$ cat src/muldiv_defines.svh
`ifndef MULDIV_DEFINES_SVH
`define MULDIV_DEFINES_SVH

// ------------------------------
// Data path
// ------------------------------

// Operand and result width
`define MULDIV_XLEN 32

// ------------------------------
// Divider iteration counter
// ------------------------------

// Counts down one step per quotient bit
`define MULDIV_CNT_W 5

// ------------------------------
// Instruction constants
// ------------------------------

// funct7 of the M extension on the OP major opcode
`define MULDIV_FUNCT7_M 7'b0000001

`endif

$ cat src/muldiv_pkg.sv
`default_nettype none

package muldiv_pkg;

    // ------------------------------
    // Multiplier FSM
    // ------------------------------
    typedef enum logic [1:0] {
        MUL_IDLE = 2'd0,  // Waiting for mul_start
        MUL_EXEC = 2'd1,  // Operands latched, product formed
        MUL_RET  = 2'd2   // Result on rslt_o for one cycle
    } mul_state_e;

    // ------------------------------
    // Divider FSM
    // ------------------------------
    typedef enum logic [1:0] {
        DIV_IDLE  = 2'd0,  // Waiting for div_start
        DIV_CHECK = 2'd1,  // Zero divisor test, magnitudes
        DIV_EXEC  = 2'd2,  // One quotient bit per cycle
        DIV_RET   = 2'd3   // Sign-corrected result out
    } div_state_e;

    // Both FSMs hold a single operation, no queueing

endpackage

`default_nettype wire

$ cat src/rv_isa_pkg.sv
`default_nettype none

package rv_isa_pkg;

    // ------------------------------
    // Major opcodes, ir[6:0]
    // ------------------------------
    typedef enum logic [6:0] {
        OPC_LOAD    = 7'b0000011,
        OPC_CUSTOM0 = 7'b0001011,
        OPC_OP_IMM  = 7'b0010011,
        OPC_AUIPC   = 7'b0010111,
        OPC_STORE   = 7'b0100011,
        OPC_OP      = 7'b0110011,  // Register-register, carries M ops
        OPC_LUI     = 7'b0110111,
        OPC_BRANCH  = 7'b1100011,
        OPC_JALR    = 7'b1100111,
        OPC_JAL     = 7'b1101111
    } rv_opcode_e;

    // M extension funct3, multiplies below OP_DIV
    typedef enum logic [2:0] {
        OP_MUL    = 3'b000,
        OP_MULH   = 3'b001,
        OP_MULHSU = 3'b010,
        OP_MULHU  = 3'b011,
        OP_DIV    = 3'b100,
        OP_DIVU   = 3'b101,
        OP_REM    = 3'b110,
        OP_REMU   = 3'b111
    } muldiv_op_e;

    // R-type instruction layout
    typedef struct packed {
        logic [6:0] funct7;
        logic [4:0] rs2;
        logic [4:0] rs1;
        muldiv_op_e funct3;
        logic [4:0] rd;
        rv_opcode_e opcode;
    } rv_rtype_t;

endpackage

`default_nettype wire

$ cat src/muldiv_req_if.sv
`default_nettype none
`include "muldiv_defines.svh"

interface muldiv_req_if;

    logic                    mul_start;  // Accept cycle of a multiply
    logic                    div_start;  // Accept cycle of a divide
    rv_isa_pkg::muldiv_op_e  op;         // funct3 of the accepted op
    logic [`MULDIV_XLEN-1:0] src1;
    logic [`MULDIV_XLEN-1:0] src2;

    modport issue (
        output mul_start,
        output div_start,
        output op,
        output src1,
        output src2
    );

    modport mul (input mul_start, input op, input src1, input src2);

    modport div (input div_start, input op, input src1, input src2);

endinterface

`default_nettype wire

$ cat src/divider.sv
`default_nettype none
`include "muldiv_defines.svh"

module divider (
    input  logic                    clk_i,
    input  logic                    rst_i,
    muldiv_req_if.div               req,
    output logic                    valid_o,
    output logic [`MULDIV_XLEN-1:0] rslt_o
);

    muldiv_pkg::div_state_e    state;
    logic [`MULDIV_CNT_W-1:0]  cntr;
    logic                      op_signed;
    logic                      is_rem;
    logic                      dividend_neg;
    logic                      divisor_neg;
    logic                      quot_neg;
    logic                      rem_neg;
    logic [`MULDIV_XLEN-1:0]   rem_q;       // Holds the raw dividend until CHECK
    logic [`MULDIV_XLEN-1:0]   quo_q;
    logic [`MULDIV_XLEN-1:0]   divisor_q;
    logic [`MULDIV_XLEN-1:0]   dividend_mag;
    logic [`MULDIV_XLEN-1:0]   divisor_mag;
    logic [`MULDIV_XLEN:0]     diff;
    logic                      q_bit;
    logic                      div_zero;

    assign op_signed = (req.op == rv_isa_pkg::OP_DIV) || (req.op == rv_isa_pkg::OP_REM);

    assign dividend_mag = dividend_neg ? ~rem_q + 1'b1 : rem_q;
    assign divisor_mag  = divisor_neg ? ~divisor_q + 1'b1 : divisor_q;
    assign div_zero     = (divisor_q == '0);

    // Trial subtract of the shifted partial remainder
    assign diff  = {1'b0, rem_q[`MULDIV_XLEN-2:0], quo_q[`MULDIV_XLEN-1]} - {1'b0, divisor_q};
    assign q_bit = ~diff[`MULDIV_XLEN];  // No borrow, keep the difference

    // ------------------------------
    // Control
    // ------------------------------
    always_ff @(posedge clk_i) begin
        if (rst_i) begin
            state <= muldiv_pkg::DIV_IDLE;
            cntr  <= '0;
        end else begin
            case (state)
                muldiv_pkg::DIV_IDLE: begin
                    if (req.div_start) state <= muldiv_pkg::DIV_CHECK;
                end
                muldiv_pkg::DIV_CHECK: begin
                    state <= div_zero ? muldiv_pkg::DIV_RET : muldiv_pkg::DIV_EXEC;
                    cntr  <= `MULDIV_CNT_W'(`MULDIV_XLEN - 1);
                end
                muldiv_pkg::DIV_EXEC: begin
                    if (cntr == '0) state <= muldiv_pkg::DIV_RET;
                    cntr <= cntr - 1'b1;
                end
                default: state <= muldiv_pkg::DIV_IDLE;
            endcase
        end
    end

    // ------------------------------
    // Data path
    // ------------------------------
    always_ff @(posedge clk_i) begin
        if (req.div_start) begin
            is_rem       <= (req.op == rv_isa_pkg::OP_REM) || (req.op == rv_isa_pkg::OP_REMU);
            dividend_neg <= op_signed & req.src1[`MULDIV_XLEN-1];
            divisor_neg  <= op_signed & req.src2[`MULDIV_XLEN-1];
            quot_neg     <= op_signed & (req.src1[`MULDIV_XLEN-1] ^ req.src2[`MULDIV_XLEN-1]);
            rem_neg      <= op_signed & req.src1[`MULDIV_XLEN-1];  // Follows the dividend
            rem_q        <= req.src1;
            quo_q        <= '0;
            divisor_q    <= req.src2;
        end else if (state == muldiv_pkg::DIV_CHECK) begin
            if (div_zero) begin
                quo_q    <= '1;  // All ones, remainder keeps the dividend
                quot_neg <= 1'b0;
                rem_neg  <= 1'b0;
            end else begin
                rem_q     <= '0;
                quo_q     <= dividend_mag;  // Shifted out MSB first
                divisor_q <= divisor_mag;
            end
        end else if (state == muldiv_pkg::DIV_EXEC) begin
            if (q_bit) begin
                rem_q <= diff[`MULDIV_XLEN-1:0];
                quo_q <= {quo_q[`MULDIV_XLEN-2:0], 1'b1};
            end else begin
                rem_q <= {rem_q[`MULDIV_XLEN-2:0], quo_q[`MULDIV_XLEN-1]};
                quo_q <= {quo_q[`MULDIV_XLEN-2:0], 1'b0};
            end
        end
    end

    // Min / -1 falls out as min quotient, zero remainder
    assign valid_o = (state == muldiv_pkg::DIV_RET);
    assign rslt_o  = !valid_o ? '0 :
                     is_rem   ? (rem_neg ? ~rem_q + 1'b1 : rem_q) :
                                (quot_neg ? ~quo_q + 1'b1 : quo_q);

endmodule

`default_nettype wire

$ cat src/muldiv_issue.sv
`default_nettype none
`include "muldiv_defines.svh"

module muldiv_issue (
    input  logic                    clk_i,
    input  logic                    rst_i,
    input  logic                    valid_i,
    input  logic [31:0]             ir_i,
    input  logic [`MULDIV_XLEN-1:0] src1_i,
    input  logic [`MULDIV_XLEN-1:0] src2_i,
    input  logic                    done_i,
    output logic                    ready_o,
    muldiv_req_if.issue             req
);

    rv_isa_pkg::rv_rtype_t ir;
    logic                  is_m_op;
    logic                  is_div;
    logic                  accept;
    logic                  busy;

    // ------------------------------
    // Decode
    // ------------------------------
    assign ir = ir_i;

    assign is_m_op = (ir.opcode == rv_isa_pkg::OPC_OP) &&
                     (ir.funct7 == `MULDIV_FUNCT7_M);
    assign is_div  = (ir.funct3 >= rv_isa_pkg::OP_DIV);  // DIV, DIVU, REM, REMU

    // Non-M instructions are also taken, then dropped
    assign accept  = valid_i & ready_o;

    // ------------------------------
    // Request to the units
    // ------------------------------
    assign req.mul_start = accept & is_m_op & ~is_div;
    assign req.div_start = accept & is_m_op & is_div;
    assign req.op        = ir.funct3;
    assign req.src1      = src1_i;
    assign req.src2      = src2_i;

    // ------------------------------
    // Occupancy
    // ------------------------------
    always_ff @(posedge clk_i) begin
        if (rst_i) begin
            busy <= 1'b0;
        end else if (done_i) begin
            busy <= 1'b0;  // Result leaves this cycle
        end else if (accept && is_m_op) begin
            busy <= 1'b1;
        end
    end

    // One operation in flight at a time
    assign ready_o = ~busy;

endmodule

`default_nettype wire

$ cat src/muldiv_unit.sv
`default_nettype none
`include "muldiv_defines.svh"

module muldiv_unit (
    input  logic                    clk_i,
    input  logic                    rst_i,
    input  logic                    valid_i,
    input  logic [31:0]             ir_i,
    input  logic [`MULDIV_XLEN-1:0] src1_i,
    input  logic [`MULDIV_XLEN-1:0] src2_i,
    output logic                    ready_o,
    output logic                    rslt_valid_o,
    output logic [`MULDIV_XLEN-1:0] rslt_o
);

    logic                    mul_valid;
    logic [`MULDIV_XLEN-1:0] mul_rslt;
    logic                    div_valid;
    logic [`MULDIV_XLEN-1:0] div_rslt;

    muldiv_req_if req ();

    // ------------------------------
    // Issue stage
    // ------------------------------
    muldiv_issue u_issue (
        .clk_i   (clk_i),
        .rst_i   (rst_i),
        .valid_i (valid_i),
        .ir_i    (ir_i),
        .src1_i  (src1_i),
        .src2_i  (src2_i),
        .done_i  (rslt_valid_o),  // Frees the issue slot
        .ready_o (ready_o),
        .req     (req.issue)
    );

    // ------------------------------
    // Execution units
    // ------------------------------
    multiplier u_mul (
        .clk_i   (clk_i),
        .rst_i   (rst_i),
        .req     (req.mul),
        .valid_o (mul_valid),
        .rslt_o  (mul_rslt)
    );

    divider u_div (
        .clk_i   (clk_i),
        .rst_i   (rst_i),
        .req     (req.div),
        .valid_o (div_valid),
        .rslt_o  (div_rslt)
    );

    // Idle unit drives zero, so OR merges
    assign rslt_o       = mul_rslt | div_rslt;
    assign rslt_valid_o = mul_valid | div_valid;

endmodule

`default_nettype wire

$ cat src/multiplier.sv
`default_nettype none
`include "muldiv_defines.svh"

module multiplier (
    input  logic                    clk_i,
    input  logic                    rst_i,
    muldiv_req_if.mul               req,
    output logic                    valid_o,
    output logic [`MULDIV_XLEN-1:0] rslt_o
);

    muldiv_pkg::mul_state_e              state;
    logic                                src1_signed;
    logic                                src2_signed;
    logic signed [`MULDIV_XLEN:0]        multiplicand;  // 33 bits, sign or zero ext
    logic signed [`MULDIV_XLEN:0]        multiplier_q;
    logic signed [2*`MULDIV_XLEN+1:0]    full_product;
    logic        [2*`MULDIV_XLEN-1:0]    product;
    logic                                is_high;

    // MULH signs both, MULHSU only rs1
    always_comb begin
        src1_signed = 1'b0;
        src2_signed = 1'b0;
        case (req.op)
            rv_isa_pkg::OP_MULH: begin
                src1_signed = 1'b1;
                src2_signed = 1'b1;
            end
            rv_isa_pkg::OP_MULHSU: src1_signed = 1'b1;
            default: ;
        endcase
    end

    always_ff @(posedge clk_i) begin
        if (rst_i) begin
            state <= muldiv_pkg::MUL_IDLE;
        end else begin
            case (state)
                muldiv_pkg::MUL_IDLE: if (req.mul_start) state <= muldiv_pkg::MUL_EXEC;
                muldiv_pkg::MUL_EXEC: state <= muldiv_pkg::MUL_RET;
                default:              state <= muldiv_pkg::MUL_IDLE;
            endcase
        end
    end

    assign full_product = multiplicand * multiplier_q;

    always_ff @(posedge clk_i) begin
        if (req.mul_start) begin
            multiplicand <= {src1_signed & req.src1[`MULDIV_XLEN-1], req.src1};
            multiplier_q <= {src2_signed & req.src2[`MULDIV_XLEN-1], req.src2};
            is_high      <= (req.op != rv_isa_pkg::OP_MUL);
        end
        if (state == muldiv_pkg::MUL_EXEC) begin
            product <= full_product[2*`MULDIV_XLEN-1:0];  // Top 2 bits are sign copies
        end
    end

    assign valid_o = (state == muldiv_pkg::MUL_RET);
    assign rslt_o  = !valid_o ? '0 :
                     is_high  ? product[2*`MULDIV_XLEN-1:`MULDIV_XLEN] :
                                product[`MULDIV_XLEN-1:0];

endmodule

`default_nettype wire

$ cat config.mk
export PLATFORM = sky130hd
export DESIGN_NAME = muldiv_unit
export DESIGN_NICKNAME = d
export VERILOG_FILES = /design/src/muldiv_pkg.sv /design/src/rv_isa_pkg.sv /design/src/muldiv_req_if.sv /design/src/divider.sv /design/src/muldiv_issue.sv /design/src/muldiv_unit.sv /design/src/multiplier.sv
export VERILOG_INCLUDE_DIRS = /design/src
export SDC_FILE = /design/constraint.sdc
export NUM_CORES = 2
export LEC_CHECK = 0
export ABC_AREA = 1
export BUFFER_PORTS_ARGS = -buffer_cell sky130_fd_sc_hd__clkbuf_2
export CORE_MARGIN = 4
export CORE_UTILIZATION = 30
export CTS_CLUSTER_SIZE = 28
export DETAILED_ROUTE_END_ITERATION = 8
export PLACE_DENSITY = 0.45
export SYNTH_ARGS = -nofsm -noshare
export SYNTH_HDL_FRONTEND = slang
export SYNTH_SLANG_ARGS = --single-unit
$ cat constraint.sdc
create_clock -name clk_i -period 9.7 [get_ports clk_i]
set_clock_uncertainty 0.05 [all_clocks]
set_input_delay 1.455 -clock clk_i [delete_from_list [all_inputs] [get_ports clk_i]]
set_output_delay 1.455 -clock clk_i [all_outputs]
set_load 0.05 [all_outputs]
==> results.tsv <==
stage	metric	value	unit
grt	grt_max_degree	68	
worst_setup_path	slowest_stage	edfxtp_1	
sta	report.final.slew_viol_count	0	
cells_and_area	layout.nets	8053	
worst_setup_path	cp_cell_sequence	nand2_1 > inv_1 > fa_1 > fa_1 > fa_1 > inv_1 > fa_1 > fa_1 > fa_1 > fa_1 > fa_1 > inv_1 > ha_1 > nand2_1 > nor2_1 > inv_1 > nor4_1 > nand3_1 > nand3_1 > nand2_1 > o211ai_1 > a21oi_1 > xor2_1	
cells_and_area	area_growth	7.66	%
worst_setup_path	critPathLaunchType	register	
logic_synthesis	yosys_warnings	0	
grt	grt_use_total	19.9	%
pwr	power_density	81.4	nW/µm²
sta	finalCritPeriodShare	88.7	%
sta	hold_violations	0	
logic_synthesis	ys_seq_area_share	12.7	%
logic_synthesis	syn_nets	8130	
grt	antenna_found_initial	3	
cells_and_area	fillerInstances	19200	
clocking	cts_sinks	242	
pwr	p_int	2.70	mW
run	drv_cap	0	
clocking	post-cts-setup-buffers	0	
floorplan	row_count	155	
cells_and_area	diodes	0	
pwr	vdd_drop_max	0.000146	V
pwr	sw_frac_of_total	43.0	%
clocking	cts_made_buffers	29	
logic_synthesis	async_flop_share	0	%
floorplan	dieHeight	432	µm
detailed_routing	vias	41900	
place	io_buffers	117	
floorplan	ios	133	
detailed_routing	drc	0	
pwr	pwr-share-seq	35.9	%
logic_synthesis	synth.distinct_cells	64	
floorplan	die_area	187000	µm²
cells_and_area	drive_gt1_share	5.37	%
sta	period_minus_slack	8.60	ns
clocking	path_clk_slew	0.06	ns
logic_synthesis	synth-edff-count	200	
pwr	leakage	31.1	nW
detailed_routing	drt_iter0_drc	3046	
clocking	cts_tree	done	
detailed_routing	routedWlPerCell	20.6	µm
worst_setup_path	cp_max_fo	11	
pwr	pwr-share-clk	24.6	%
clocking	clk_root_buffer_cell	clkbuf_16	
run_status	status	completed	
grt	grt_overflow	0	
worst_setup_path	crit_arrival	8.89	ns
sta	finalSetupTns	0	ns
clocking	cts-resized-gates	0	
logic_synthesis	synthCells	6652	
place	place_congestion	0.888	
floorplan	core	179000	µm²
pwr	combPwrFrac	39.5	%
floorplan	start_util	30.2	%
pwr	switchingPower	2.04	mW
grt	grt_pass1_vias	44400	
sta	fmaxAchievable	116	MHz
detailed_routing	viasPerCell	4.68	
clocking	cts_hold_buf	0	
floorplan	die_x	432	µm
worst_setup_path	worstSetupPathType	reg2reg	
clocking	cts_buffer_depth	3	
sta	max-slew-margin-rel	19.0	%
worst_setup_path	crit_path_end_kind	register	
sta	tightest_slew	1.21	ns
worst_hold_path	holdCritPathClass	reg2reg	
place	dp_hpwl	152	mm
grt	grt_pass1_wl	282	mm
clocking	clkLatencyLatePin	0.60	ns
worst_setup_path	slowest_delay	1.03	ns
logic_synthesis	syn_area_per_cell	8.12	µm²
worst_setup_path	critPathRequiredTime	9.99	ns
detailed_routing	antenna_left	0	
logic_synthesis	synth-seq-cells	242	
sta	rsz0062_at_grt	false	
logic_synthesis	ys.flop_type	edfxtp_1	
sta	hold-worst-slack	0.423	ns
detailed_routing	finalWirelength	184	mm
worst_setup_path	regToRegSetupSlack	1.10	ns
clocking	htree_levels	1	
worst_setup_path	cpMostUsedCell	fa_1	
detailed_routing	firstDrtPassIters	6	
sta	setup_violations	0	
logic_synthesis	synthesis.area	54000	µm²
## layout by cell type (no fill, tap or decap), types with 23 or more instances in the layout
cell / count
buf_4: 113
a31oi_1: 26
inv_1: 1881
dfxtp_1: 42
nor2_1: 270
o21ai_0: 231
edfxtp_1: 200
nand2_1: 1484
a21oi_1: 235
o211ai_1: 39
clkbuf_2: 117
xor2_1: 87
o21ai_1: 30
ha_1: 253
xnor2_1: 44
nand4_1: 23
fa_1: 1126
nor3_1: 37
nand3_1: 109
clkbuf_16: 29
## Yosys cell counts, types with 6 or more instances
| cell type | number | area share [%] |
|---|---|---|
| a21o_1 | 10 | 0.14 |
| a21oi_1 | 235 | 2.2 |
| a22oi_1 | 9 | 0.13 |
| a31oi_1 | 26 | 0.30 |
| buf_1 | 9 | 0.063 |
| buf_2 | 6 | 0.056 |
| clkbuf_1 | 321 | 2.2 |
| dfxtp_1 | 42 | 1.6 |
| edfxtp_1 | 200 | 11 |
| fa_1 | 1126 | 42 |
| ha_1 | 253 | 5.9 |
| inv_1 | 1881 | 13 |
| nand2_1 | 1484 | 10 |
| nand3_1 | 109 | 1.0 |
| nand3_2 | 7 | 0.13 |
| nand4_1 | 23 | 0.27 |
| nor2_1 | 274 | 1.9 |
| nor2_2 | 12 | 0.14 |
| nor3_1 | 37 | 0.34 |
| nor3_2 | 9 | 0.17 |
| nor4_1 | 17 | 0.20 |
| o2111ai_1 | 10 | 0.16 |
| o211ai_1 | 39 | 0.54 |
| o21a_1 | 8 | 0.11 |
| o21ai_0 | 232 | 2.1 |
| o21ai_1 | 30 | 0.28 |
| o21bai_1 | 9 | 0.13 |
| o221ai_1 | 6 | 0.097 |
| o22ai_1 | 9 | 0.10 |
| o31ai_1 | 13 | 0.18 |
| or2_2 | 13 | 0.15 |
| xnor2_1 | 44 | 0.71 |
| xor2_1 | 87 | 1.4 |
## critical path: cells and delay by family (launching register included)
family          cells  cell delay, ns
simple gates        7            1.13
xor+xnor            1            0.17
compound gates      2            0.35
buf+inv             4            0.58
flops               1            1.03
fa+ha+maj           9            5.00
## cell type report
cell class	instances	area, µm²	area share, %
inverters	1884	7070	12.2
clock buffers	32	737	1.27
well taps	2355	2950	5.07
clock inverters	21	248	0.426
repair buffers	233	1490	2.57
flip-flops and latches	242	6850	11.8
multi-input cells	4185	38800	66.7
## power groups by stage
stage / logic [mW] / clock network [mW] / registers [mW]
3_5_place_dp: 1.85 / 0 / 1.70
4_1_cts: 1.86 / 1.19 / 1.68
5_1_grt: 2.12 / 1.24 / 1.72
3_3_place_gp: 1.83 / 0 / 1.70
2_1_floorplan: 1.45 / 0 / 1.55
6_report: 1.87 / 1.16 / 1.70
## per-stage QoR
stage | instances | setup slack [ns] | power (mW) | cell area, µm² | utilization [%]
2_1_floorplan | 6652 | 2.44 | 3.00 | 54000 | -
3_3_place_gp | 8899 | 1.21 | 3.54 | 57200 | 32.0
3_5_place_dp | 8899 | 1.21 | 3.55 | 57200 | 32.0
4_1_cts | 8952 | 1.13 | 4.73 | 58100 | 32.5
5_1_grt | 8952 | 0.727 | 5.07 | 58100 | 32.5
6_report | 8952 | 1.10 | 4.73 | 58100 | 32.5
## routing by layer
layer / vias up / wire length (µm) / global-route usage, %
li1: 19200 / - / -
met4: 2 / 2950 / 2.97
met5: - / 13 / 0
met3: 150 / 10100 / 2.33
met2: 1135 / 82900 / 31.8
met1: 21400 / 88500 / 29.6
## flip-flops by register name, summed over array words and instances (netlist names)
| register | count |
|---|---|
| u_div.cntr | 5 |
| u_div.dividend_neg | 1 |
| u_div.divisor_neg | 1 |
| u_div.divisor_q | 32 |
| u_div.is_rem | 1 |
| u_div.quo_q | 32 |
| u_div.quot_neg | 1 |
| u_div.rem_neg | 1 |
| u_div.rem_q | 32 |
| u_div.state | 2 |
| u_issue.busy | 1 |
| u_mul.is_high | 1 |
| u_mul.multiplicand | 33 |
| u_mul.multiplier_q | 33 |
| u_mul.product | 64 |
| u_mul.state | 2 |
## kinds of logic (layout without fill, tap and decap cells)
group                      Yosys count  after routing  share of synthesized area, %
buffers and inverters             2225           2170                          15.5
and+or+nand+nor                   2018           2018                          15.2
adders and majority gates         1379           1379                          47.6
AOI/OAI and AO/OA                  657            657                          6.85
DFF                                242            242                          12.7
xor gates and xnor gates           131            131                          2.12
## worst paths after layout
| kind | cells after the start | start | end |
|---|---|---|---|
| min reg2reg | 2 | u_div.cntr[0] | u_div.cntr[0] |
| max | 23 | u_mul.multiplier_q[0] | u_mul.product[63] |
| max reg2reg | 23 | u_mul.multiplier_q[0] | u_mul.product[63] |
| min | 2 | u_div.cntr[0] | u_div.cntr[0] |
Power figures use the tool's default switching activity.
